[config.mk]
export PLATFORM = sky130hd
export DESIGN_NAME = io_page_decoder_flat
export DESIGN_NICKNAME = d
export VERILOG_FILES = /design/src/bp_pkg.sv /design/src/wb_bus_if.sv /design/src/io_page_decoder.sv /design/src/flat_wrapper.sv
export SDC_FILE = /design/constraint.sdc
export NUM_CORES = 1
export LEC_CHECK = 0
export BUFFER_PORTS_ARGS = -buffer_cell sky130_fd_sc_hd__clkbuf_2
export CAP_MARGIN = 20
export CORE_MARGIN = 8
export CORE_UTILIZATION = 29
export DETAILED_ROUTE_END_ITERATION = 8
export MAX_ROUTING_LAYER = met4
export PLACE_DENSITY = 0.83
export SKIP_LAST_GASP = 1
export SYNTH_ARGS = -nofsm -noshare
export SYNTH_HDL_FRONTEND = slang
export SYNTH_SLANG_ARGS = --single-unit
[constraint.sdc]
create_clock -name vclk -period 1.04
set_clock_uncertainty 0.15 [all_clocks]
set_input_delay 0.104 -clock vclk [all_inputs]
set_output_delay 0.104 -clock vclk [all_outputs]
set_load 0.02 [all_outputs]
[src/bp_pkg.sv]
`default_nettype none

// ******************************************************************
// shared types and address map of the backplane
// ******************************************************************
package bp_pkg;

   typedef logic [15:0] word_t;   // bus address / data word
   typedef logic [1:0]  sel_t;    // byte lanes, bit 1 = high byte

   // who drives the shared bus
   typedef enum logic [1:0] {
      OWN_CPU = 2'd0,             // default owner
      OWN_RK  = 2'd1,             // RK11 disk DMA
      OWN_MY  = 2'd2              // MY floppy DMA
   } bus_owner_e;

   // who talks to the sd card
   typedef enum logic [2:0] {
      SD_NONE = 3'd0,
      SD_RK   = 3'd1,
      SD_DW   = 3'd2,
      SD_DX   = 3'd3,
      SD_MY   = 3'd4
   } sd_owner_e;

   // I/O page starts at 160000 octal, everything below is main RAM
   localparam word_t IO_PAGE_BASE = 16'o160000;
   localparam logic  SD_IDLE_LINE = 1'b1;   // mosi/cs level with no owner

endpackage

`default_nettype wire

[src/wb_bus_if.sv]
`timescale 1ns/10ps
`default_nettype none

// shared wishbone bus between master mux, decoder and RAM
interface wb_bus_if import bp_pkg::*; ();

   word_t adr;     // byte address
   word_t dat_w;   // master -> slave data
   word_t dat_r;   // slave -> master data
   logic  cyc;     // bus cycle in progress
   logic  stb;     // transfer strobe
   logic  we;      // 1 = write
   sel_t  sel;     // byte lanes
   logic  ack;     // transfer done

   // bus master side, fed by the owner mux
   modport master (output adr, dat_w, cyc, stb, we, sel,
                   input  ack);

   // address decoder side, returns data and ack
   modport slave (input  adr, cyc, stb,
                  output dat_r, ack);

   // passive view for the RAM array
   modport monitor (input adr, dat_w, we, sel);

endinterface

`default_nettype wire

[src/io_page_decoder.sv]
`timescale 1ns/10ps
`default_nettype none

// address decode into RAM / I/O page, ack collection, read data mux
module io_page_decoder import bp_pkg::*; (
   wb_bus_if.slave bus,
   // RAM side
   input  word_t ram_dat_i,
   input  logic  ram_ack_i,
   output logic  ram_stb_o,
   // external I/O page
   input  word_t io_dat_i,
   input  logic  io_ack_i,
   output logic  io_stb_o
);

   logic bus_stb;   // stb qualified by cyc
   logic io_hit;    // address lies in the I/O page

   assign bus_stb = bus.cyc & bus.stb;
   assign io_hit  = (bus.adr >= IO_PAGE_BASE);

   //*********************************************************************
   // strobes
   //*********************************************************************
   assign ram_stb_o = bus_stb & ~io_hit;   // 000000-157777
   assign io_stb_o  = bus_stb & io_hit;    // 160000-177777

   // acks just ORed together
   // only the strobed target can answer
   assign bus.ack = ram_ack_i | io_ack_i;

   // data from whichever target is strobed
   assign bus.dat_r = (ram_stb_o ? ram_dat_i : 16'o0)
                    | (io_stb_o  ? io_dat_i  : 16'o0);

endmodule

`default_nettype wire

[src/flat_wrapper.sv]
// flat-port wrapper written by rule: the top's interface ports become plain ports
module io_page_decoder_flat import bp_pkg::*;
  (ram_dat_i, ram_ack_i, ram_stb_o, io_dat_i, io_ack_i, io_stb_o, bus_adr, bus_cyc, bus_stb, bus_dat_r, bus_ack);
  wb_bus_if bus_i ();
  input  word_t ram_dat_i;
  input  logic ram_ack_i;
  output logic ram_stb_o;
  input  word_t io_dat_i;
  input  logic io_ack_i;
  output logic io_stb_o;
  input wire logic [$bits(bus_i.adr)-1:0] bus_adr;
  input wire logic [$bits(bus_i.cyc)-1:0] bus_cyc;
  input wire logic [$bits(bus_i.stb)-1:0] bus_stb;
  output wire logic [$bits(bus_i.dat_r)-1:0] bus_dat_r;
  output wire logic [$bits(bus_i.ack)-1:0] bus_ack;
  assign bus_i.adr = bus_adr;
  assign bus_i.cyc = bus_cyc;
  assign bus_i.stb = bus_stb;
  assign bus_dat_r = bus_i.dat_r;
  assign bus_ack = bus_i.ack;
  io_page_decoder u_core (.bus(bus_i), .ram_dat_i(ram_dat_i), .ram_ack_i(ram_ack_i), .ram_stb_o(ram_stb_o), .io_dat_i(io_dat_i), .io_ack_i(io_ack_i), .io_stb_o(io_stb_o));
endmodule
# After elaboration in Yosys (flattened, before gate mapping)
# Index checks and enable logic that the tools add are counted.
# word_totals
reg_bits	0
# classes
order_cmp	1
mux	2
bitwise_logic	6
# op_table
operator	count
2-to-1 mux 16 bit	2
>= comparator 16 bit (second input constant)	1
OR 16 bit	1
bitwise AND 1 bit	3
NOT 1 bit	1
OR 1 bit	1

# Depth between registers and ports, before layout
# depth
word_depth	5
mapped_depth	4
depth_no_buf	2

# Worst setup path before layout
# OpenSTA, ideal clock, no wires.
# synth_path
path_kind	input to output
start	input port bus_adr[13]
end	output port bus_dat_r[10]
cell_stages	4
arrival_ps	972
n_path_buf	2
setup_slack_ps	-186
cell_sequence	and3_4 -> buf_6 -> buf_12 -> mux2i_1
# synth_via
elab_chain_cells	5
# synth_rtl
element	line	text
from (decl)	flat_wrapper.sv:11	input wire logic [$bits(bus_i.adr)-1:0] bus_adr;
>= comparator 16 bit (*)	io_page_decoder.sv:21	assign io_hit = (bus.adr >= IO_PAGE_BASE);
NOT 1 bit	io_page_decoder.sv:26	assign ram_stb_o = bus_stb & ~io_hit;
bitwise AND 1 bit	io_page_decoder.sv:26	
2-to-1 mux 16 bit	io_page_decoder.sv:34	assign bus.dat_r = (ram_stb_o ? ram_dat_i : 16'o0)
OR 16 bit (*)	io_page_decoder.sv:35	| (io_stb_o ? io_dat_i : 16'o0);
to (decl)	flat_wrapper.sv:14	output wire logic [$bits(bus_i.dat_r)-1:0] bus_dat_r;
# Mark *: on every way between the ends. The rest lies on a longest branch, timed or not.

# Worst setup path in the final report
# layout_path
start	input port bus_adr[14]
end	output port bus_dat_r[3]
# The elaborated chain is that of the path after synthesis.

==> results.cfg <==
[route]
drt_iter0_drc = 7
wl_per_cell_um = 16.67
drc = 0
wirelength_um = 2250
drtPass1Iterations = 4
vias = 696
ant_nets = 0
viasPerCell = 5.156

[placement]
place_area_um2 = 875.8
pre_cts_ws_ns = -0.2010
place_hpwl_um = 1721
place.gp.congestion = 0.7237
place.port_buffers = 58

[critical_path]
critical-path-top-delay-family = buffers and inverters
setup.worst_path.end_class = output pin
cp_max_fo = 4
crit_type = in -> out
arrival_ns = 0.96
crit_cells = 5
crit_slowest_cell = and3_4
worst_setup_path_start_kind = input pin
critPathBufInv = 3
cp.required_ns = 0.79
cp_slowest_stage_delay_ns = 0.25
cp_cell_sequence = buf_6 > and3_4 > clkbuf_16 > mux2i_1 > buf_4

[cells_and_area]
seq_cell_count = 0
drive_gt1_share_pct = 68.33
fillers = 96
multi_input_area_um2 = 484.2
clkbuf_count = 0
seq_area_um2 = 0
n_antenna_cell = 0
design_area_um2 = 1059
fin_nets = 174
area_delta_synth_final_pct = 150.3

[synth]
syn_inst = 63
synth_nets = 115
synth-seq-area-share_pct = 0
avgSynthCellArea_um2 = 6.713
synth_area_um2 = 422.9
synth_cell_types = 10
synth_warnings = 0

[die]
start_util_pct = 31.71
die_w_um = 54.19
rows = 13
die_height_um = 54.19
die-area_um2 = 2936
ios = 71
coreArea_um2 = 1334

[grt]
antenna_found_initial = 0
gr-usage-all-layers_pct = 14.15
overflow = 0
grt_max_degree = 28
grt_pass1_wl_um = 3160
grt_pass1_vias = 751

[outcome]
outcome = finished with violations
violations = setup timing

[sta]
max_slew_margin_pct = 89.21
drv_slew = 0
fin_crit_ns = 1.215
period_share_pct = 116.8
rsz0062_at_grt = yes
fin_ws_ns = -0.1751
finalSetupViolations = 18
max_freq_mhz = 823.0
hold_viol = 0
worstMarginPinSlew_ns = 0.1573

[power]
peakVddDrop_mv = 0.2275
cellLeakagePower_nw = 0.4704
powerDensity_nw_per_um2 = 391.3

[worst_hold_path]
hold_path_class = in -> out
whs_path_depth = 3

[clocking]
cts_hold_buf = 0

[flow_run]
max-cap-violations = 0
[synthesized netlist by cell type]
cell type | instances | area [um^2]
buf_12 | 1 | 20.02
nor2_1 | 1 | 3.750
and3_1 | 1 | 6.260
or2_2 | 1 | 6.260
nand2_1 | 1 | 3.750
mux2i_1 | 16 | 160.2
buf_6 | 1 | 11.26
buf_2 | 8 | 40.04
nand3_1 | 32 | 160.2
and3_4 | 1 | 11.26
[per-stage QoR]
| stage | hold slack [ns] | utilization (%) | TNS [ns] | std cells | power, W |
|---|---|---|---|---|---|
| 2_1_floorplan | 0.1981 | - | -1.605 | 63 | 0.0002051 |
| 3_3_place_gp | 0.3679 | 65.67 | -2.648 | 133 | 0.0003352 |
| 3_5_place_dp | 0.3697 | 65.67 | -3.160 | 133 | 0.0003440 |
| 4_1_cts | 0.3718 | 69.79 | -3.151 | 133 | 0.0003643 |
| 5_1_grt | 0.3799 | 79.36 | -3.312 | 135 | 0.0004420 |
| 6_report | 0.3670 | 79.36 | -2.640 | 135 | 0.0004142 |
[logic make-up (layout without fill, tap and decap cells)]
| logic type | after synthesis | count (layout) | share of synthesized area (%) |
|---|---|---|---|
| buffers and inverters | 10 | 67 | 16.86 |
| multiplexers | 16 | 16 | 37.87 |
| AND/OR/NAND/NOR | 37 | 37 | 45.27 |
[final timing paths]
kind              slack (ns)            to         from
setup / recovery       -0.18  bus_dat_r[3]  bus_adr[14]
hold / removal          0.37       bus_ack    ram_ack_i
[cells in the final DEF, fill, tap and decap left out]
master     instances
mux2i_4            9
buf_4             10
clkbuf_2          37
buf_6             12
mux2i_1            5
mux2i_2            2
buf_12             4
nor2_4             1
and3_4             2
buf_8              2
nand2_1            1
or2_2              1
nand3_1           32
clkbuf_16          2
[power breakdown]
| part | total [W] | internal (W) | switching, W |
|---|---|---|---|
| clock network | 0 | 0 | 0 |
| logic | 0.000414 | 0.000224 | 0.000190 |
| registers | 0 | 0 | 0 |
[timing repair]
action / in CTS / in global routing
cloned: 0 / 2
hold endpoints to repair: 0 / 0
setup endpoints to repair: 18 / 18
setup buffers: 0 / 0
resized for setup: 19 / 36
pin swaps: 0 / 1
[per-layer routing]
layer  track usage (%)  routed length (um)
met5                 -                   0
met3             1.928                 133
met2             30.73                1348
met1             12.00                 728
met4             2.459                  39
[layout make-up]
class	count	share of cell area, %
Tap cell	15	1.773
Multi-Input combinational cell	53	45.74
Timing Repair Buffer	67	52.48
Note: power is estimated with default switching activity, not from simulation.
