## src/bp_pkg.sv

```systemverilog
`default_nettype none

// ******************************************************************
// shared types and address map of the backplane
// ******************************************************************
package bp_pkg;

   typedef logic [15:0] word_t;   // bus address / data word
   typedef logic [1:0]  sel_t;    // byte lanes, bit 1 = high byte

   // who drives the shared bus
   typedef enum logic [1:0] {
      OWN_CPU = 2'd0,             // default owner
      OWN_RK  = 2'd1,             // RK11 disk DMA
      OWN_MY  = 2'd2              // MY floppy DMA
   } bus_owner_e;

   // who talks to the sd card
   typedef enum logic [2:0] {
      SD_NONE = 3'd0,
      SD_RK   = 3'd1,
      SD_DW   = 3'd2,
      SD_DX   = 3'd3,
      SD_MY   = 3'd4
   } sd_owner_e;

   // I/O page starts at 160000 octal, everything below is main RAM
   localparam word_t IO_PAGE_BASE = 16'o160000;
   localparam logic  SD_IDLE_LINE = 1'b1;   // mosi/cs level with no owner

endpackage

`default_nettype wire

```

## src/sdcard_dispatcher.sv

```systemverilog
`timescale 1ns/10ps
`default_nettype none

// sd card ownership between the four disk controllers
module sdcard_dispatcher import bp_pkg::*; (
   input  logic wb_clk,
   input  logic rst_i,
   // access requests
   input  logic rk_sdreq_i,
   input  logic dw_sdreq_i,
   input  logic dx_sdreq_i,
   input  logic my_sdreq_i,
   // spi lines from each controller
   input  logic rk_mosi_i,
   input  logic dw_mosi_i,
   input  logic dx_mosi_i,
   input  logic my_mosi_i,
   input  logic rk_cs_i,
   input  logic dw_cs_i,
   input  logic dx_cs_i,
   input  logic my_cs_i,
   // grants
   output logic rk_sdack_o,
   output logic dw_sdack_o,
   output logic dx_sdack_o,
   output logic my_sdack_o,
   // card side
   output logic sdcard_mosi_o,
   output logic sdcard_cs_o
);

   sd_owner_e owner_q;   // current card owner

   always_ff @(posedge wb_clk) begin
      if (rst_i) begin
         owner_q <= SD_NONE;
      end else begin
         case (owner_q)
            SD_NONE: begin                    // idle, look for a requester
               if (rk_sdreq_i)      owner_q <= SD_RK;
               else if (dw_sdreq_i) owner_q <= SD_DW;
               else if (dx_sdreq_i) owner_q <= SD_DX;
               else if (my_sdreq_i) owner_q <= SD_MY;
            end
            // busy until the owner lets go
            SD_RK:   if (!rk_sdreq_i) owner_q <= SD_NONE;
            SD_DW:   if (!dw_sdreq_i) owner_q <= SD_NONE;
            SD_DX:   if (!dx_sdreq_i) owner_q <= SD_NONE;
            SD_MY:   if (!my_sdreq_i) owner_q <= SD_NONE;
            default: owner_q <= SD_NONE;
         endcase
      end
   end

   assign rk_sdack_o = (owner_q == SD_RK);
   assign dw_sdack_o = (owner_q == SD_DW);
   assign dx_sdack_o = (owner_q == SD_DX);
   assign my_sdack_o = (owner_q == SD_MY);

   //*********************************************************************
   // card line mux
   //*********************************************************************
   always_comb begin
      case (owner_q)
         SD_RK:   begin sdcard_mosi_o = rk_mosi_i; sdcard_cs_o = rk_cs_i; end
         SD_DW:   begin sdcard_mosi_o = dw_mosi_i; sdcard_cs_o = dw_cs_i; end
         SD_DX:   begin sdcard_mosi_o = dx_mosi_i; sdcard_cs_o = dx_cs_i; end
         SD_MY:   begin sdcard_mosi_o = my_mosi_i; sdcard_cs_o = my_cs_i; end
         default: begin                          // nobody, card deselected
            sdcard_mosi_o = SD_IDLE_LINE;
            sdcard_cs_o   = SD_IDLE_LINE;
         end
      endcase
   end

endmodule

`default_nettype wire

```

## config.mk

```make
export PLATFORM = sky130hd
export DESIGN_NAME = sdcard_dispatcher
export DESIGN_NICKNAME = d
export VERILOG_FILES = /design/src/bp_pkg.sv /design/src/sdcard_dispatcher.sv
export SDC_FILE = /design/constraint.sdc
export NUM_CORES = 1
export LEC_CHECK = 0
export ABC_AREA = 1
export BUFFER_PORTS_ARGS = -buffer_cell sky130_fd_sc_hd__buf_2
export CAP_MARGIN = 15
export CELL_PAD_IN_SITES_DETAIL_PLACEMENT = 2
export CELL_PAD_IN_SITES_GLOBAL_PLACEMENT = 2
export CORE_MARGIN = 4
export CORE_UTILIZATION = 18
export CTS_BUF_LIST = sky130_fd_sc_hd__clkbuf_4
export CTS_CLUSTER_SIZE = 14
export DETAILED_ROUTE_END_ITERATION = 8
export PLACE_DENSITY = 0.79
export SLEW_MARGIN = 10
export SYNTH_ARGS = -nofsm -noshare
export SYNTH_HDL_FRONTEND = slang
export SYNTH_SLANG_ARGS = --single-unit
```

## constraint.sdc

```tcl
create_clock -name wb_clk -period 1.1 [get_ports wb_clk]
set_input_delay 0.055 -clock wb_clk [delete_from_list [all_inputs] [get_ports wb_clk]]
set_output_delay 0.055 -clock wb_clk [all_outputs]
set_load 0.01 [all_outputs]
```

### Word level (Yosys, flattened, before mapping)

Cells that the tools add are included.

| storage, ports and cells | value |
|---|---|
| flip-flop bits (word level) | 3 |
| bits of input ports | 14 |
| word-level logic and storage cells | 23 |

| operators by class | value |
|---|---|
| equal/unequal tests | 9 |
| muxes and demuxes | 11 |
| reduce and logical (&&, ||, !) cells | 2 |

Operator list:

| operator | number |
|---|---|
| $mux 3 | 8 |
| $pmux 3 s5 | 1 |
| $ne 2x2->1 const B | 4 |
| $pmux 1 s4 | 2 |
| $eq 3x2->1 const B | 2 |
| $ne 5x5->1 const B | 1 |
| $reduce_and 5->1 | 1 |
| $eq 3x1->1 const B | 1 |
| $eq 3x3->1 const B | 1 |
| $logic_not 3->1 | 1 |

### Logic depth before layout (Yosys ltp)

| logic depth | value |
|---|---|
| word-level depth | 5 |
| mapped depth | 8 |

### Worst setup path before layout

No wires, ideal clock.

| timing path | value |
|---|---|
| path type | register -> output |
| start point | register owner_q[1] |
| end point | output sdcard_mosi_o |
| arrival | 1.002 ns |
| required time | 1.045 ns |
| cell stages (with the launch flop) | 8 |
| path slack | 0.043 ns |
| buffers on the path | 1 |
| cells stage by stage | dfxtp_1 buf_12 inv_1 nand3_1 inv_1 nand2_1 nand3_1 nand3b_1 |

| between the ends | value |
|---|---|
| longest elaborated chain between the ends | 2 |

RTL lines:

| what | RTL line | RTL |
|---|---|---|
| start, declared | sdcard_dispatcher.sv:32 | `sd_owner_e owner_q;` |
| start signal, assigned | sdcard_dispatcher.sv:36 | `owner_q <= SD_NONE;` |
| start signal, assigned | sdcard_dispatcher.sv:40 | `if (rk_sdreq_i) owner_q <= SD_RK;` |
| start signal, assigned | sdcard_dispatcher.sv:41 | `else if (dw_sdreq_i) owner_q <= SD_DW;` |
| $eq 3x1->1 | -- |  |
| named net rk_sdack_o | sdcard_dispatcher.sv:23 | `output logic rk_sdack_o,` |
| $pmux 1 s4 | sdcard_dispatcher.sv:64 | `case (owner_q)` |
| end, declared | sdcard_dispatcher.sv:28 | `output logic sdcard_mosi_o,` |

The timed path passes the listed nets, and every way through them passes these cells.

### Worst setup path in the final report

| timing path | value |
|---|---|
| start point | register owner_q[1] |
| end point | output sdcard_mosi_o |

| between the ends | value |
|---|---|
| longest elaborated chain between the ends | 2 |

RTL lines:

| what | RTL line |
|---|---|
| $eq 3x3->1, or another cell as far along | sdcard_dispatcher.sv:64 |
| $pmux 1 s4 * | sdcard_dispatcher.sv:64 |

Mark *: on every way between the ends. The rest lies on a longest branch, timed or not.

==> flow_metrics.py <==
metrics = {
    "timing": {
        "grt_setup_unrepaired": "yes",
        "finalHoldViolations": 0,
        "fmax_ghz": 0.7302,
        "skew_ps": 4.479,
        "finalCriticalPeriod_ps": 1370,
        "tightest_slew_ps": 233.5,
        "holdWs_ps": 146.1,
        "setup_slack_ps": -269.5,
        "finalMaxSlewViolations": 0,
        "setup_violations": 7,
        "fin_crit_sh_pct": 124.5,
        "slew_headroom_pct": 84.36,
    },
    "floorplan": {
        "die_area_mm2": 0.002601,
        "die_w_um": 51,
        "rows": 15,
        "fp.coreArea_mm2": 0.001745,
        "ioPinCount": 20,
        "die_y_um": 51,
        "start_util_pct": 19.07,
    },
    "synthesis": {
        "synth-seq-cells": 3,
        "synth_cells": 55,
        "yosysSeqAreaShare_pct": 18.05,
        "yosys-top-cells-area": "dfxtp_1 (18%), nand2_1 (17%), inv_1 (11%), nand4_1 (9.4%), nand3_1 (9.0%)",
        "synth.distinct_cells": 17,
        "synth_top_cell_by_area": "dfxtp_1",
        "synth.top_cell.area_share_pct": 18.05,
        "synth_fp_nets": 69,
        "synth_warnings": 0,
        "avgSynthCellArea_um2": 6.051,
        "synthesis.area_um2": 332.8,
    },
    "power_and_ir_drop": {
        "internal-power_uw": 543.9,
        "seq_power_share_pct": 18.8,
        "pwr-share-comb_pct": 55.5,
        "switchingPower_uw": 314.7,
        "vdd_drop_max_mv": 0.5643,
        "leakage_nw": 0.3525,
        "power.density_mw_per_mm2": 1266,
        "finalPower_uw": 858.6,
        "swShare_pct": 36.65,
        "p_clk_share_pct": 25.6,
    },
    "final_layout": {
        "drive_above_1_share_pct": 65.26,
        "final_net_count": 110,
        "antenna_cells": 0,
        "reg_top3": "owner_q (3)",
        "final_cell_count_no_fill": 120,
        "utilization_pct": 38.85,
        "layout_commonest_cell": "buf_2",
        "largest_reg_flops": 3,
        "largest_register": "owner_q",
        "final_cell_mix": "buf_2 (18), buf_4 (16), nand2_1 (12)",
        "area_delta_synth_final_pct": 103.8,
    },
    "worst_setup_path": {
        "r2r_start": "owner_q[1]",
        "cp.arrival_ps": 1310,
        "reg2reg_depth": 6,
        "critPathLaunchType": "flop",
        "required_ps": 1040,
        "end_kind": "output port",
        "regToRegSetupSlack_ps": -140,
        "crit_type": "flop to output port",
        "r2r-end": "owner_q[1]",
        "cp_max_fo": 5,
    },
    "route": {
        "wl_per_cell_um": 13.03,
        "viasPerCell": 4.367,
        "ant_nets": 0,
        "drc": 0,
        "vias": 524,
        "routed_wl_mm": 1.563,
        "firstDrtPassIters": 1,
        "drt_iter0_drc": 0,
    },
    "clock_network": {
        "cts_max_level": 1,
        "clock_sinks": 3,
        "cts_tree": "yes",
        "clock_path_buffers": 2,
        "worstSkewPairLatency_ps": 240,
        "clkTransAtPathRegs_ps": 40,
        "cts_root_buf": "clkbuf_4",
        "numCtsBuffers": 3,
    },
    "job": {
        "maxCapViolCount": 0,
    },
    "hold_path": {
        "hp-start": "rk_sdreq_i",
        "hp-class": "primary input to flop",
        "hold_end": "owner_q[1]",
        "holdPathStages": 4,
    },
    "global_routing": {
        "first_global_vias": 610,
        "grt_antenna_before_repair": 0,
        "grt_util_all_layers_pct": 13.77,
        "grt_pass1_wl_mm": 2.635,
        "grt_start_max_net_pins": 8,
        "grt_overflow": 0,
    },
    "place": {
        "gp_congestion": 0.6518,
        "placed_cells": 106,
        "portBuffers": 19,
        "dp_hpwl_mm": 1.095,
        "place_ws_ps": -162.3,
    },
    "outcome": {
        "violations": "negative setup slack",
        "status": "finished, violations left",
    },
}
per-stage QoR:
stage          instance area [µm²]  setup TNS [ps]
2_1_floorplan                332.8               0
3_3_place_gp                 495.5          -485.2
3_5_place_dp                 495.5          -691.0
4_1_cts                      640.6          -922.4
5_1_grt                      678.2           -1626
6_report                     678.2           -1012
area by class of cell:
cell class | count | area, µm²
fillers | 227 | 1067
multi-input cells | 39 | 242.7
flip-flops and latches | 3 | 71.32
inverters | 11 | 48.80
clock buffers | 4 | 30.03
repair buffers | 38 | 254.0
well taps | 25 | 31.28
how the worst max path moves through the flow:
stage | start | endpoint | slack, ps
finish | owner_q[1] | sdcard_mosi_o | -270
global route | owner_q[2] | sdcard_mosi_o | -380
CTS | owner_q[1] | sdcard_mosi_o | -260
detailed placement | owner_q[0] | owner_q[1] | -160
global placement | owner_q[0] | sdcard_mosi_o | -140
floorplan | owner_q[1] | sdcard_mosi_o | 40
synth_stat cells:
cell	count
inv_1	10
dfxtp_1	3
a22oi_1	1
o21ai_0	1
buf_6	1
a21oi_1	3
nand3b_1	1
nand2_2	1
inv_2	1
nand3_1	6
nor3_4	1
nand2_1	15
nor2_2	1
nand4_1	5
buf_12	1
nor2_1	3
o211ai_1	1
per-layer routing:
layer | wire, µm | share of wire (%) | GRT usage (%)
met1 | 550 | 35 | 11.67
met2 | 885 | 57 | 29.40
met3 | 127 | 8.1 | 4.956
met4 | 0 | 0 | 2.691
met5 | 0 | 0 | 0
worst max-delay path: stages (launching register included):
cell	delay (ps)
dfxtp_4	360
nor2_4	120
nand2_2	70
o211ai_1	120
nand3_1	110
nand3b_1	160
buf_2	140
repair_timing:
item | 4_1_cts | 5_1_grt
endpoints found under the setup margin | 9 | 9
endpoints found under the hold margin | 2 | 0
hold buffers | 1 | 0
resized for setup | 17 | 11
buffers inserted | 8 | 1
pin swaps | 11 | 7
power by group through the flow:
stage               Sequential [mW]  Combinational (mW)  Clock, mW
global route                  0.167               0.526      0.243
finish                        0.162               0.477      0.220
global placement              0.149               0.311          0
detailed placement            0.151               0.324          0
floorplan                     0.138               0.199          0
CTS                           0.161               0.438      0.229
logic make-up after synthesis:
group                  share of synthesized area, %
flip-flops                                    18.05
AO/OA/AOI/OAI                                 10.53
buffers and inverters                         21.80
AND/OR/NAND/NOR                               49.63
No activity file was read; power rests on OpenSTA's default activity.
