**src/bp_pkg.sv**
```systemverilog
`default_nettype none

// ******************************************************************
// shared types and address map of the backplane
// ******************************************************************
package bp_pkg;

   typedef logic [15:0] word_t;   // bus address / data word
   typedef logic [1:0]  sel_t;    // byte lanes, bit 1 = high byte

   // who drives the shared bus
   typedef enum logic [1:0] {
      OWN_CPU = 2'd0,             // default owner
      OWN_RK  = 2'd1,             // RK11 disk DMA
      OWN_MY  = 2'd2              // MY floppy DMA
   } bus_owner_e;

   // who talks to the sd card
   typedef enum logic [2:0] {
      SD_NONE = 3'd0,
      SD_RK   = 3'd1,
      SD_DW   = 3'd2,
      SD_DX   = 3'd3,
      SD_MY   = 3'd4
   } sd_owner_e;

   // I/O page starts at 160000 octal, everything below is main RAM
   localparam word_t IO_PAGE_BASE = 16'o160000;
   localparam logic  SD_IDLE_LINE = 1'b1;   // mosi/cs level with no owner

endpackage

`default_nettype wire

```
**src/wb_bus_if.sv**
```systemverilog
`timescale 1ns/10ps
`default_nettype none

// shared wishbone bus between master mux, decoder and RAM
interface wb_bus_if import bp_pkg::*; ();

   word_t adr;     // byte address
   word_t dat_w;   // master -> slave data
   word_t dat_r;   // slave -> master data
   logic  cyc;     // bus cycle in progress
   logic  stb;     // transfer strobe
   logic  we;      // 1 = write
   sel_t  sel;     // byte lanes
   logic  ack;     // transfer done

   // bus master side, fed by the owner mux
   modport master (output adr, dat_w, cyc, stb, we, sel,
                   input  ack);

   // address decoder side, returns data and ack
   modport slave (input  adr, cyc, stb,
                  output dat_r, ack);

   // passive view for the RAM array
   modport monitor (input adr, dat_w, we, sel);

endinterface

`default_nettype wire

```
**src/bus_master_mux.sv**
```systemverilog
`timescale 1ns/10ps
`default_nettype none

// DMA/CPU arbiter and master signal switch
module bus_master_mux import bp_pkg::*; (
   input  logic  wb_clk,
   input  logic  rst_i,
   // cpu master
   input  word_t cpu_adr_i,
   input  word_t cpu_dat_i,
   input  logic  cpu_cyc_i,
   input  logic  cpu_stb_i,
   input  logic  cpu_we_i,
   input  sel_t  cpu_sel_i,
   output logic  cpu_gnt_o,   // 0 = cpu stalls waiting for ack
   output logic  cpu_ack_o,
   // RK11 DMA
   input  logic  rk_req_i,
   input  word_t rk_adr_i,
   input  word_t rk_dat_i,
   input  logic  rk_stb_i,
   input  logic  rk_we_i,
   output logic  rk_gnt_o,
   output logic  rk_ack_o,
   // MY DMA
   input  logic  my_req_i,
   input  word_t my_adr_i,
   input  word_t my_dat_i,
   input  logic  my_stb_i,
   input  logic  my_we_i,
   output logic  my_gnt_o,
   output logic  my_ack_o,
   // shared bus
   wb_bus_if.master bus
);

   bus_owner_e owner_q;   // current bus owner

   //*********************************************************************
   // owner register
   //*********************************************************************
   always_ff @(posedge wb_clk) begin
      if (rst_i) begin
         owner_q <= OWN_CPU;
      end else if (!bus.cyc) begin           // switch only between cycles
         if (rk_req_i)      owner_q <= OWN_RK;   // RK wins
         else if (my_req_i) owner_q <= OWN_MY;
         else               owner_q <= OWN_CPU;  // no DMA, back to cpu
      end
   end

   assign cpu_gnt_o = (owner_q == OWN_CPU);
   assign rk_gnt_o  = (owner_q == OWN_RK);
   assign my_gnt_o  = (owner_q == OWN_MY);

   // ack only reaches the master that owns the bus
   assign cpu_ack_o = cpu_gnt_o & bus.ack;
   assign rk_ack_o  = rk_gnt_o & bus.ack;
   assign my_ack_o  = my_gnt_o & bus.ack;

   //*********************************************************************
   // master signal switch
   //*********************************************************************
   always_comb begin
      case (owner_q)
         OWN_RK: begin
            bus.adr   = rk_adr_i;
            bus.dat_w = rk_dat_i;
            bus.cyc   = rk_req_i;   // request doubles as cyc
            bus.stb   = rk_stb_i;
            bus.we    = rk_we_i;
            bus.sel   = 2'b11;      // DMA is always word wide
         end
         OWN_MY: begin
            bus.adr   = my_adr_i;
            bus.dat_w = my_dat_i;
            bus.cyc   = my_req_i;
            bus.stb   = my_stb_i;
            bus.we    = my_we_i;
            bus.sel   = 2'b11;
         end
         default: begin             // cpu
            bus.adr   = cpu_adr_i;
            bus.dat_w = cpu_dat_i;
            bus.cyc   = cpu_cyc_i;
            bus.stb   = cpu_stb_i;
            bus.we    = cpu_we_i;
            bus.sel   = cpu_sel_i;
         end
      endcase
   end

endmodule

`default_nettype wire

```
**src/flat_wrapper.sv**
```systemverilog
// flat-port wrapper written by rule: the top's interface ports become plain ports
module bus_master_mux_flat import bp_pkg::*;
  (wb_clk, rst_i, cpu_adr_i, cpu_dat_i, cpu_cyc_i, cpu_stb_i, cpu_we_i, cpu_sel_i, cpu_gnt_o, cpu_ack_o, rk_req_i, rk_adr_i, rk_dat_i, rk_stb_i, rk_we_i, rk_gnt_o, rk_ack_o, my_req_i, my_adr_i, my_dat_i, my_stb_i, my_we_i, my_gnt_o, my_ack_o, bus_adr, bus_dat_w, bus_cyc, bus_stb, bus_we, bus_sel, bus_ack);
  wb_bus_if bus_i ();
  input  logic wb_clk;
  input  logic rst_i;
  input  word_t cpu_adr_i;
  input  word_t cpu_dat_i;
  input  logic cpu_cyc_i;
  input  logic cpu_stb_i;
  input  logic cpu_we_i;
  input  sel_t cpu_sel_i;
  output logic cpu_gnt_o;
  output logic cpu_ack_o;
  input  logic rk_req_i;
  input  word_t rk_adr_i;
  input  word_t rk_dat_i;
  input  logic rk_stb_i;
  input  logic rk_we_i;
  output logic rk_gnt_o;
  output logic rk_ack_o;
  input  logic my_req_i;
  input  word_t my_adr_i;
  input  word_t my_dat_i;
  input  logic my_stb_i;
  input  logic my_we_i;
  output logic my_gnt_o;
  output logic my_ack_o;
  output wire logic [$bits(bus_i.adr)-1:0] bus_adr;
  output wire logic [$bits(bus_i.dat_w)-1:0] bus_dat_w;
  output wire logic [$bits(bus_i.cyc)-1:0] bus_cyc;
  output wire logic [$bits(bus_i.stb)-1:0] bus_stb;
  output wire logic [$bits(bus_i.we)-1:0] bus_we;
  output wire logic [$bits(bus_i.sel)-1:0] bus_sel;
  input wire logic [$bits(bus_i.ack)-1:0] bus_ack;
  assign bus_adr = bus_i.adr;
  assign bus_dat_w = bus_i.dat_w;
  assign bus_cyc = bus_i.cyc;
  assign bus_stb = bus_i.stb;
  assign bus_we = bus_i.we;
  assign bus_sel = bus_i.sel;
  assign bus_i.ack = bus_ack;
  bus_master_mux u_core (.wb_clk(wb_clk), .rst_i(rst_i), .cpu_adr_i(cpu_adr_i), .cpu_dat_i(cpu_dat_i), .cpu_cyc_i(cpu_cyc_i), .cpu_stb_i(cpu_stb_i), .cpu_we_i(cpu_we_i), .cpu_sel_i(cpu_sel_i), .cpu_gnt_o(cpu_gnt_o), .cpu_ack_o(cpu_ack_o), .rk_req_i(rk_req_i), .rk_adr_i(rk_adr_i), .rk_dat_i(rk_dat_i), .rk_stb_i(rk_stb_i), .rk_we_i(rk_we_i), .rk_gnt_o(rk_gnt_o), .rk_ack_o(rk_ack_o), .my_req_i(my_req_i), .my_adr_i(my_adr_i), .my_dat_i(my_dat_i), .my_stb_i(my_stb_i), .my_we_i(my_we_i), .my_gnt_o(my_gnt_o), .my_ack_o(my_ack_o), .bus(bus_i));
endmodule
```
**config.mk**
```make
export PLATFORM = sky130hd
export DESIGN_NAME = bus_master_mux_flat
export DESIGN_NICKNAME = d
export VERILOG_FILES = /design/src/bp_pkg.sv /design/src/wb_bus_if.sv /design/src/bus_master_mux.sv /design/src/flat_wrapper.sv
export SDC_FILE = /design/constraint.sdc
export NUM_CORES = 1
export LEC_CHECK = 0
export BUFFER_PORTS_ARGS = -buffer_cell sky130_fd_sc_hd__buf_4
export CAP_MARGIN = 15
export CORE_AREA = 2 2 59 61
export DETAILED_ROUTE_END_ITERATION = 8
export DIE_AREA = 0 0 61 63
export PLACE_DENSITY = 0.76
export REMOVE_ABC_BUFFERS = 1
export SLEW_MARGIN = 40
export SYNTH_ARGS = -nofsm -noshare
export SYNTH_HDL_FRONTEND = slang
export SYNTH_SLANG_ARGS = --single-unit
```
**constraint.sdc**
```tcl
create_clock -name wb_clk -period 2.6 [get_ports wb_clk]
set_input_delay 0.13 -clock wb_clk [delete_from_list [all_inputs] [get_ports wb_clk]]
set_output_delay 0.13 -clock wb_clk [all_outputs]
set_load 0.01 [all_outputs]
```
* Yosys cells after proc, flatten, opt, wreduce, memory -nomap -nowiden
Index checks and enable logic that the tools add are counted.
** Word-level totals
- Bits in registers :: 2
- Input bits :: 110
- Output and inout bits :: 43
- Logic and storage cells :: 16
** Cells by class
- Equality and inequality tests :: 2
- Muxes and demuxes :: 8
- Bitwise gates (word level) :: 3
- Reductions and logical operators :: 2
** Operator list (count)
- 16-bit case mux with 2 select lines :: 2
- 2-bit 2-to-1 mux :: 3
- 1-bit case mux with 2 select lines :: 3
- 1-bit bitwise AND :: 3
- 2-bit by 1-bit == test with 1-bit output, second input constant :: 1
- 2-bit == test, second input constant :: 1
- 2-bit zero test :: 1
- 2-bit OR reduction :: 1

* Longest topological paths before layout
Gate-level depths: netlist of run 1.
- Word-level depth :: 3
- Depth in mapped cells :: 6
- Mapped depth without buffers :: 5

* Least setup slack after synthesis of run 1
Ideal clock, no wire load.
- Kind :: reg-to-reg
- Start :: register u_core.owner_q[0]
- End :: register u_core.owner_q[0]
- Setup time :: 0.074 ns
- Arrival :: 1.410 ns
- Required time :: 2.526 ns
- Path slack :: 1.116 ns
- Cell stages (with the launch flop) :: 7
- Clock period less this slack :: 1.484 ns
- Path through :: dfxtp_1 > inv_1 > ha_1 > buf_4 > a21bo_1 > or3_1 > a31oi_1
** On the way
- Word-level cells in the longest chain between the ends :: 2
- Elaborated cells on any way between the ends :: 3
** RTL lines
- start: declaration :: line bus_master_mux.sv:37 : bus_owner_e owner_q;
- start signal: assignment :: line bus_master_mux.sv:44 : owner_q <= OWN_CPU;
- start signal: assignment :: line bus_master_mux.sv:46 : if (rk_req_i) owner_q <= OWN_RK;
- start signal: assignment :: line bus_master_mux.sv:47 : else if (my_req_i) owner_q <= OWN_MY;
- 2-bit == test / 2-bit by 1-bit == test with 1-bit output (equally long branches) :: line bus_master_mux.sv:65 : case (owner_q)
- 1-bit case mux with 2 select lines (*) :: line bus_master_mux.sv:65
Every way passes the cells marked *; elsewhere a longest branch is shown, timed or not.
A chain may end at the register's enable or synchronous reset.

* Worst setup path after layout of run 1
- Start :: register u_core.owner_q[0]
- End :: output port bus_dat_w[7]
** On the way
- Word-level cells in the longest chain between the ends :: 2
- Elaborated cells on any way between the ends :: 3
** RTL lines
- 2-bit == test / 2-bit by 1-bit == test with 1-bit output (equally long branches) :: line bus_master_mux.sv:65
- 16-bit case mux with 2 select lines (*) :: line bus_master_mux.sv:65
- end: declaration :: line flat_wrapper.sv:30 : output wire logic [$bits(bus_i.dat_w)-1:0] bus_dat_w;
Marks and branches as above.

==> metrics.md, run 1 <==
| Metric | Value |
|---|---|
| Outcome | `finished, final reports clean` |
| PostCTS Resize Cnt | `0` |
| Crit Path Class | `reg2out` |
| Clk slew on worst S/H paths | `approximately 30 ps` |
| Data required, critical path | `roughly 2500 ps` |
| Biggest regs | `u_core.owner_q (2)` |
| Layout cell share with drive strength beyond 1 | `a little under three fifths` |
| Pwr per Cell Area | `around 480 mW/mm^2` |
| Ant diodes | `0` |
| Yosys warnings | `0` |
| DR pass1 iterations | `4` |
| Maximum clock insertion buffer count | `2` |
| Post-Syn Area | `about 800 um^2` |
| Post-CTS Setup Repair Bufs | `0` |
| # rows | `21` |
| Vias | `around 1600` |
| Filler Cell Count | `between 300 and 400` |
| Chip height | `63 um` |
| Synth top area share | `a little over 30%` |
| Port Buffers | `about 150` |
| Tot Pwr | `approximately 1000 uW` |
| Via density | `4.803` |
| Post-Route WL | `approximately 4000 um` |
| Seq pwr share | `4.0%` |
| Total gr overflow | `0` |
| Area growth syn-to-layout | `146.0%` |
| Combinational share of power | `around 89%` |
| Die Footprint | `slightly below 0.004 mm^2` |
| Sw power | `about 430 uW` |
| Min Hold Slack | `87.50 ps` |
| Yosys cell types | `20` |
| Chip Width | `between 60 and 70 um` |
| Endpoints failing hold | `0` |
| Syn Area/Cell | `~5.8 um^2` |
| Sink Count | `2` |
| Top area cells in the synthesized netlist | `a22oi_1, a21oi_1, nor2_1` |
| Max Clk Rate | `around 530 MHz` |
| TritonCTS clock tree | `done` |
| Largest net degree at the start of global routing | `33` |
| First-pass GRT wire length | `around 6300 um` |
| Routed Antenna Nets | `0` |
| Most common cell after layout, fill and taps aside | `buf_4` |
| Clock power share | `under 10%` |
| Net Sw Frac | `between 40% and 50%` |
| Sequential-to-total area share from yosys stat | `between 4 and 5%` |
| Clk_skew | `2.419 ps` |
| Starting density of the core | `approximately a quarter` |
| VDD IR max | `0.0002576 V` |
| Most frequent cells in the layout | `buf_4, nor2_1, a21oi_1, a22oi_1` |
| Max-Cap Viols | `0` |
| Leak | `~0.0010 uW` |
| Yosys reg bits | `2` |
| Clk Latency, worst-skew pair | `roughly 220 ps` |
| Unrepaired setup endpoints after global routing | `no` |
| Initial detailed-routing violation count | `76` |
| Cell Int Power | `547.6 uW` |
| Gr usage total | `roughly a fifth` |
| Hold/Removal Path Class | `in2reg` |
| R2R setup slack | `910 ps` |
| Nets@finish | `404` |
| Post-synth top area cell | `a22oi_1` |
| Fin crit period | `between 1500 and 2000 ps` |
| Max FO, Critical Path | `18` |
| Top-Level Pins | `between 150 and 200` |
| Arrival time worst endpoint | `around 1800 ps` |
| TritonCTS Buffers | `3` |
| Final setup vio count | `0` |
| Setup TNS | `0 ps` |
| Core area | `between 0.003 and 0.004 mm^2` |
| Worst setup SP type | `flip-flop` |
| Number of remaining DRC errors | `0` |
| Gpl congestion | `between 0.7 and 0.8` |
| Max FFs per register | `2` |
| H-tree lvl count | `1` |
| Worst Tran Pin Value | `a little under 400 ps` |
| Initial antenna violation count | `0` |
| CTS root buf | `clkbuf_4` |
| Post-DP HPWL | `3441 um` |
| Routed length per instance | `around 12 um` |
| Post-CTS Hold Buffers | `0` |
| Endpoint type of the worst setup path | `output pin` |
| Most flop-heavy register | `u_core.owner_q` |
| Vias in the first global route | `between 1500 and 2000` |
| Worst slew margin | `between 70% and 80%` |
| Syn Inst Count | `143` |
| Period utilisation layout | `72.64%` |
| Slew Limit Fails | `0` |
-- Yosys cell counts --
library cell,count
a31oi_1,1
nor2_1,36
nand3b_1,1
or3_1,1
o32ai_1,1
o211ai_1,1
nor2b_1,1
nand2b_1,1
and2_1,3
ha_1,3
o21ai_0,1
dfxtp_1,2
a21bo_1,1
buf_2,8
buf_4,1
a22oi_1,34
or2_1,2
a21oi_1,35
inv_1,3
clkbuf_1,7
-- metrics by stage --
stage	setup WS (ps)	cell area [um^2]	instances	utilization [%]
after global routing	570.1	2026	335	62.68
after floorplan	106.1	749.5	127	-
after detailed placement	916.6	2003	332	61.98
final	711.3	2026	335	62.68
after CTS	687.6	2026	335	62.68
after global placement	938.6	2003	332	61.98
-- cell families after synthesis --
group	count (synthesis)	synth area share, %
adders and majority gates	3	4.560
DFF	2	4.863
AOI/OAI and AO/OA	74	56.84
and+or+nand+nor	45	23.41
buffers and inverters	19	10.34
-- critical path, stage by stage (launching register included) --
cell and delay [ps]:
dfxtp_1 320, inv_1 80, ha_1 390, buf_4 310
a22oi_1 120, a21oi_1 170, buf_4 140
-- path summary, 6_finish.rpt --
kind | start | cells past startpoint | endpoint
worst min-delay path | rst_i | 2 | u_core.owner_q[0]$_SDFFE_PP0N_
worst min register to register | u_core.owner_q[1]$_SDFFE_PP0N_ | 2 | u_core.owner_q[1]$_SDFFE_PP0N_
worst max register to register | u_core.owner_q[1]$_SDFFE_PP0N_ | 6 | u_core.owner_q[0]$_SDFFE_PP0N_
worst max-delay path | u_core.owner_q[0]$_SDFFE_PP0N_ | 6 | bus_dat_w[7]
-- area by class of cell --
type	count	area [um^2]	area share (%)
clock buffer	3	22.52	1.112
multi-input combinational	122	700.7	34.59
inverter	3	11.26	0.5559
tap	46	57.56	2.841
timing repair buffer	159	1194	58.93
sequential	2	40.04	1.977
-- metal layers --
| metal | share of wire (%) | vias up | global-route usage (%) |
|---|---|---|---|
| met5 | 0 | - | 0 |
| met2 | 52 | 88 | 38.17 |
| met3 | 12 | 4 | 6.832 |
| met1 | 35 | 693 | 20.89 |
| met4 | 1.2 | 0 | 6.522 |
| li1 | - | 824 | - |
-- power by group through the flow --
stage,Sequential (uW),Combinational (uW),Clock (uW)
final,39.5,875,67.2
after global routing,39.9,971,73.7
after CTS,39.4,887,71.1
after detailed placement,40.1,885,0
after global placement,39.3,878,0
after floorplan,38.6,402,0
Power figures use the tool's default switching activity.
==> inputs of run 2 (changes only) <==
- CORE_AREA: 2 2 59 61 -> default
- CORE_MARGIN: default -> 2
- CORE_UTILIZATION: default -> 26
- DIE_AREA: 0 0 61 63 -> default
- PLACE_DENSITY: 0.76 -> 0.77
- clock period: 2.6 -> 1.9 ns (I/O delays scaled with it)
==> metrics.md, run 2 (synthesis gave the netlist of run 1 again) <==
| Metric | Value |
|---|---|
| VDD IR max | `0.0003371 V (+31%)` |
| Gpl congestion | `0.7460 (+0.80%)` |
| Slew Limit Fails | `0 (unchanged)` |
| Total gr overflow | `0 (unchanged)` |
| Worst hold path depth | `2 (unchanged)` |
| First-pass GRT wire length | `5761 um (-8.6%)` |
| Max-Cap Viols | `0 (unchanged)` |
| Worst setup SP type | `flip-flop` |
| Clk Latency, worst-skew pair | `230 ps (about the same)` |
| Layout cell share with drive strength beyond 1 | `57.24% (+0.84 points)` |
| Post-Route WL | `4050 um (-1.2%)` |
| Register area | `40.04 um^2 (unchanged)` |
| Area of the multi-input gates | `716.9 um^2 (+2.3%)` |
| Non-Filler Instances | `334 (-0.30%)` |
| Endpoints failing hold | `0 (unchanged)` |
| Number of remaining DRC errors | `0 (unchanged)` |
| RR Endpoint | `u_core.owner_q[0]$_SDFFE_PP0N_` |
| Post-CTS Hold Buffers | `0 (unchanged)` |
| H-tree lvl count | `1 (unchanged)` |
| Chip height | `60.27 um (-4.3%)` |
| TritonCTS Buffers | `3 (unchanged)` |
| Crit Path Class | `reg2out` |
| Sink Count | `2 (unchanged)` |
| Final setup vio count | `0 (unchanged)` |
| Max Clk Rate | `between 500 and 600 MHz` |
| Tot Pwr | `1393 uW (+42%)` |
| Max FFs per register | `2 (unchanged)` |
| Most frequent cells in the layout | `buf_4, nor2_1, a22oi_1, a21oi_1` |
| Clock power share | `7.1% (+0.3 points)` |
| # rows | `20 (-4.8%)` |
| Worst R2R Path Depth | `5 (-1)` |
| R2R setup slack | `290 ps (-620 ps)` |
| Routed Antenna Nets | `0 (unchanged)` |
| Largest net degree at the start of global routing | `30 (-9.1%)` |
| Seq pwr share | `3.9% (about the same)` |
| Cell Int Power | `786.0 uW (+44%)` |
| Maximum clock insertion buffer count | `2 (unchanged)` |
| Die Footprint | `0.003632 mm^2 (-5.5%)` |
| Hold/Removal Path Class | `in2reg` |
| Net Sw Frac | `43.59% (-0.65 points)` |
| Max FO, Critical Path | `9 (-9)` |
| CTS root buf | `clkbuf_4` |
| Clk_skew | `0.8942 ps (-1.525 ps)` |
| Endpoint type of the worst setup path | `output pin` |
| Chip Width | `60.27 um (-1.2%)` |
| Fin crit period | `1732 ps` |
| Data required, critical path | `1800 ps (-670 ps)` |
| Worst r2r src | `u_core.owner_q[0]$_SDFFE_PP0N_` |
| TritonCTS clock tree | `done` |
| Nets@finish | `405 (+0.25%)` |
| Ant diodes | `0 (unchanged)` |
| Setup TNS | `0 ps (unchanged)` |
| PostCTS Resize Cnt | `0 (unchanged)` |
| Worst hold endpoint | `u_core.owner_q[0]$_SDFFE_PP0N_` |
| Vias | `1608 (-0.062%)` |
| Top-Level Pins | `153 (unchanged)` |
| Initial detailed-routing violation count | `62 (-18%)` |
| Sw power | `607.3 uW (+40%)` |
| DR pass1 iterations | `4 (unchanged)` |
| Filler Cell Count | `284 (-15%)` |
| Clk slew on worst S/H paths | `30 ps (about the same)` |
| Combinational share of power | `89.1% (about the same)` |
| Post-DP HPWL | `3354 um (-2.5%)` |
| Biggest regs | `u_core.owner_q (2)` |
| Initial antenna violation count | `0 (unchanged)` |
| Pwr per Cell Area | `674.1 mW/mm^2 (+39%)` |
| Area growth syn-to-layout | `151.1%` |
| Arrival time worst endpoint | `1640 ps (-120 ps)` |
| Port Buffers | `152 (unchanged)` |
| Placed cells | `331 (-0.30%)` |
| Worst Hold Launch | `rst_i` |
| Routed length per instance | `12.13 um (-0.92%)` |
| Post-CTS Setup Repair Bufs | `0 (unchanged)` |
| Most common cell after layout, fill and taps aside | `buf_4` |
| Post-layout util | `68.26% (+5.6 points)` |
| Period utilisation layout | `roughly nine tenths` |
| Worst slew margin | `81.07% (+6.8 points)` |
| Gr usage total | `20.57% (-0.099 points)` |
| Unrepaired setup endpoints after global routing | `no` |
| Vias in the first global route | `1373 (-12%)` |
| Leak | `0.001039 uW (+1.1%)` |
| Outcome | `finished, final reports clean` |
| Most flop-heavy register | `u_core.owner_q` |
| Starting density of the core | `27.19% (+1.7 points)` |
| Core area | `0.003028 mm^2 (-6.3%)` |
| Via density | `4.814 (+0.24%)` |
| Worst Tran Pin Value | `283.0 ps (-103.3 ps)` |
==> run 2: power by group through the flow <==
| stage | Combinational [uW] | Sequential, uW | Clock [uW] |
|---|---|---|---|
| after CTS | 1230 | 53.4 | 99.4 |
| after global placement | 1210 | 53.6 | 0 |
| after global routing | 1350 | 54.5 | 108 |
| after floorplan | 550 | 52.9 | 0 |
| after detailed placement | 1220 | 53.9 | 0 |
| final | 1240 | 53.9 | 98.3 |
==> run 2: layer usage <==
metal,part of all wire (%),wire (um),global-route usage [%]
met1,34,1397,22.41
met2,52,2106,38.35
met3,12,499,4.329
met4,1.1,46,7.619
met5,0,0,0
==> run 2: how the worst max path moves through the flow <==
stage | startpoint | to | slack (ps) | cells after the start
floorplan | u_core.owner_q[0]$_SDFFE_PP0N_ | u_core.owner_q[0]$_SDFFE_PP0N_ | -590 | 5
global placement | u_core.owner_q[1]$_SDFFE_PP0N_ | bus_adr[12] | 330 | 6
global route | u_core.owner_q[0]$_SDFFE_PP0N_ | bus_adr[8] | 50 | 6
CTS | u_core.owner_q[1]$_SDFFE_PP0N_ | bus_adr[12] | 50 | 6
detailed placement | u_core.owner_q[0]$_SDFFE_PP0N_ | u_core.owner_q[1]$_SDFFE_PP0N_ | 310 | 6
finish | u_core.owner_q[0]$_SDFFE_PP0N_ | bus_cyc | 170 | 6
==> run 2: cell type report <==
type | instances | share of cell area [%]
clock buffer | 3 | 1.090
inverter | 3 | 0.5448
multi-input combinational | 122 | 34.69
sequential | 2 | 1.937
tap | 44 | 2.663
timing repair buffer | 160 | 59.08
==> run 2: worst max-delay path, stage by stage, from the launching register on <==
cell     delay, ps
dfxtp_1        370
inv_1          110
ha_4           330
a21bo_1        240
a21oi_2        140
nor2_1          60
buf_4          150
==> run 2: metrics by stage <==
step	hold WS [ps]	setup WS [ps]	area [um^2]
2_1_floorplan	164.4	-593.9	749.5
3_3_place_gp	275.5	334.6	2021
3_5_place_dp	279.8	306.7	2021
4_1_cts	49.70	52.54	2043
5_1_grt	51.98	47.09	2067
6_report	46.95	167.6	2067
==> inputs of run 3 (changes only) <==
- BUFFER_PORTS_ARGS: -buffer_cell sky130_fd_sc_hd__buf_4 -> default
- CORE_AREA: default -> 2 2 60 62
- CORE_MARGIN: 2 -> default
- CORE_UTILIZATION: 26 -> default
- DIE_AREA: default -> 0 0 62 64
- DONT_BUFFER_PORTS: default -> 1
- PLACE_DENSITY: 0.77 -> 0.34
==> metrics.md, run 3 (synthesis gave the netlist of run 1 again) <==
| Metric | Value |
|---|---|
| Data required, critical path | `1800 ps (about the same)` |
| Leak | `0.0003138 uW (-70%)` |
| Sink Count | `2 (unchanged)` |
| Core area | `0.003284 mm^2 (+8.5%)` |
| Max Clk Rate | `543.1 MHz (-5.9%)` |
| Clk slew on worst S/H paths | `30 ps (about the same)` |
| Slew Limit Fails | `0 (unchanged)` |
| Port Buffers | `0 (-100%)` |
| Worst slew margin | `78.70% (-2.4 points)` |
| R2R setup slack | `300 ps (about the same)` |
| CTS root buf | `clkbuf_4` |
| # rows | `21 (+5.0%)` |
| Final setup vio count | `0 (unchanged)` |
| Tot Pwr | `856.0 uW (-39%)` |
| Chip Width | `62 um (+2.9%)` |
| Most flop-heavy register | `u_core.owner_q` |
| Crit Path Class | `reg2out` |
| H-tree lvl count | `1 (unchanged)` |
| Clk Latency, worst-skew pair | `230 ps (about the same)` |
| Layout cell share with drive strength beyond 1 | `9.929% (-47 points)` |
| Fin crit period | `1841 ps (+108.9 ps)` |
| Max-Cap Viols | `0 (unchanged)` |
| Initial antenna violation count | `0 (unchanged)` |
| Starting density of the core | `25.07% (-2.1 points)` |
| First-pass GRT wire length | `3601 um (-37%)` |
| Cell Int Power | `349.3 uW (-56%)` |
| Outcome | `finished, final reports clean` |
| Endpoint type of the worst setup path | `output pin` |
| Nets@finish | `256 (-37%)` |
| Sw power | `506.7 uW (-17%)` |
| PostCTS Resize Cnt | `0 (unchanged)` |
| Biggest regs | `u_core.owner_q (2)` |
| Largest net degree at the start of global routing | `38 (+27%)` |
| TritonCTS clock tree | `done` |
| Period utilisation layout | `96.91% (+5.7 points)` |
| Max FFs per register | `2 (unchanged)` |
| Worst hold path depth | `2 (unchanged)` |
| Number of remaining DRC errors | `0 (unchanged)` |
| Net Sw Frac | `59.20% (+16 points)` |
| Via density | `5.813 (+21%)` |
| Worst Hold Launch | `rk_req_i` |
| Min setup slack post-route | `58.70 ps (-108.9 ps)` |
| Die Footprint | `0.003968 mm^2 (+9.2%)` |
| Filler Cell Count | `375 (+32%)` |
| Most common cell after layout, fill and taps aside | `nor2_1` |
| Maximum clock insertion buffer count | `2 (unchanged)` |
| Routed length per instance | `15.74 um (+30%)` |
| DR pass1 iterations | `4 (unchanged)` |
| Vias | `1087 (-32%)` |
| Clk_skew | `2.625 ps (+1.731 ps)` |
| TritonCTS Buffers | `3 (unchanged)` |
| Top-Level Pins | `153 (unchanged)` |
| Area growth syn-to-layout | `11.40%` |
| Worst hold endpoint | `u_core.owner_q[0]$_SDFFE_PP0N_` |
| Endpoints failing hold | `0 (unchanged)` |
| Unrepaired setup endpoints after global routing | `yes` |
| Post-DP HPWL | `2381 um (-29%)` |
| RR Endpoint | `u_core.owner_q[0]$_SDFFE_PP0N_` |
| Post-Route WL | `2944 um (-27%)` |
| Routed Antenna Nets | `0 (unchanged)` |
| Most frequent cells in the layout | `nor2_1, a21oi_1, a22oi_1, buf_4` |
| Chip height | `64 um (+6.2%)` |
| Ant diodes | `0 (unchanged)` |
| Pre-CTS setup slack | `308.4 ps (+1.750 ps)` |
| Worst setup SP type | `flip-flop` |
| Gpl congestion | `0.7467 (about the same)` |
| Pwr per Cell Area | `933.3 mW/mm^2 (+38%)` |
| Arrival time worst endpoint | `1750 ps (+110 ps)` |
| Worst Tran Pin Value | `319.5 ps (+36.56 ps)` |
| Max FO, Critical Path | `37 (+28)` |
| Gr usage total | `11.80% (-8.8 points)` |
| Area of the multi-input gates | `700.7 um^2 (-2.3%)` |
| Clock power share | `11.5% (+4.4 points)` |
| Hold/Removal Path Class | `in2reg` |
| Seq pwr share | `6.3% (+2.4 points)` |
| Worst r2r src | `u_core.owner_q[0]$_SDFFE_PP0N_` |
| Combinational share of power | `82.2% (-6.9 points)` |
| Total gr overflow | `0 (unchanged)` |
| Initial detailed-routing violation count | `23 (-63%)` |
| Worst R2R Path Depth | `6 (+1)` |
| Vias in the first global route | `842 (-39%)` |
| VDD IR max | `0.0002949 V (-13%)` |
| Register area | `40.04 um^2 (unchanged)` |
==> run 3: changes by cell type in the layout (fill, tap and decap cells not counted), sizes merged <==
cell / previous run / this run
dlygate4sd3: 0 / 1
buf: 160 / 10
==> run 3: metrics by stage <==
| stage | hold slack (ps) | area, um^2 | utilization, % | cells | setup TNS (ps) |
|---|---|---|---|---|---|
| 2_1_floorplan | 164.4 | 749.5 | - | 127 | -10180 |
| 3_3_place_gp | 168.4 | 884.6 | 26.93 | 183 | 0 |
| 3_5_place_dp | 174.5 | 884.6 | 26.93 | 183 | 0 |
| 4_1_cts | 48.55 | 917.1 | 27.92 | 187 | 0 |
| 5_1_grt | 52.14 | 917.1 | 27.92 | 187 | -194.5 |
| 6_report | 52.38 | 917.1 | 27.92 | 187 | 0 |
==> run 3: timing repair <==
item / CTS / global route
endpoints found under the setup margin: 0 / 12
endpoints found under the hold margin: 2 / 0
hold buffers: 1 / 0
setup buffers: 0 / 0
==> run 3: worst max-delay path, stage by stage, from the launching register on <==
cell     delay (ps)
dfxtp_1         370
inv_1            90
ha_2            350
buf_4           310
nor2_1           90
a21oi_1         150
buf_4           150
==> run 3: how the worst max path moves through the flow <==
stage | to | slack, ps | from | depth (start not counted)
after detailed placement | u_core.owner_q[0]$_SDFFE_PP0N_ | 310 | u_core.owner_q[0]$_SDFFE_PP0N_ | 6
final | bus_dat_w[14] | 60 | u_core.owner_q[0]$_SDFFE_PP0N_ | 6
after global placement | u_core.owner_q[0]$_SDFFE_PP0N_ | 350 | u_core.owner_q[0]$_SDFFE_PP0N_ | 6
after CTS | bus_dat_w[14] | 70 | u_core.owner_q[0]$_SDFFE_PP0N_ | 6
after global routing | bus_dat_w[14] | -50 | u_core.owner_q[0]$_SDFFE_PP0N_ | 6
after floorplan | u_core.owner_q[0]$_SDFFE_PP0N_ | -590 | u_core.owner_q[0]$_SDFFE_PP0N_ | 5
==> run 3: routing by layer <==
metal / wire [um] / track usage [%]
met2: 1514 / 22.14
met5: 0 / 0
met3: 326 / 1.822
met1: 1093 / 12.61
met4: 10 / 3.989
==> run 3: layout make-up <==
| type | instances | area share (%) |
|---|---|---|
| multi-input combinational | 122 | 76.40 |
| inverter | 3 | 1.228 |
| tap | 46 | 6.276 |
| timing repair buffer | 11 | 9.277 |
| clock buffer | 3 | 2.456 |
| sequential | 2 | 4.366 |
==> run 3: power by group through the flow <==
stage | clock network [uW] | registers [uW] | logic (uW)
6_report | 98.0 | 54.2 | 704
5_1_grt | 108 | 54.8 | 783
4_1_cts | 104 | 53.9 | 704
3_5_place_dp | 0 | 54.7 | 701
3_3_place_gp | 0 | 53.7 | 695
2_1_floorplan | 0 | 52.9 | 550
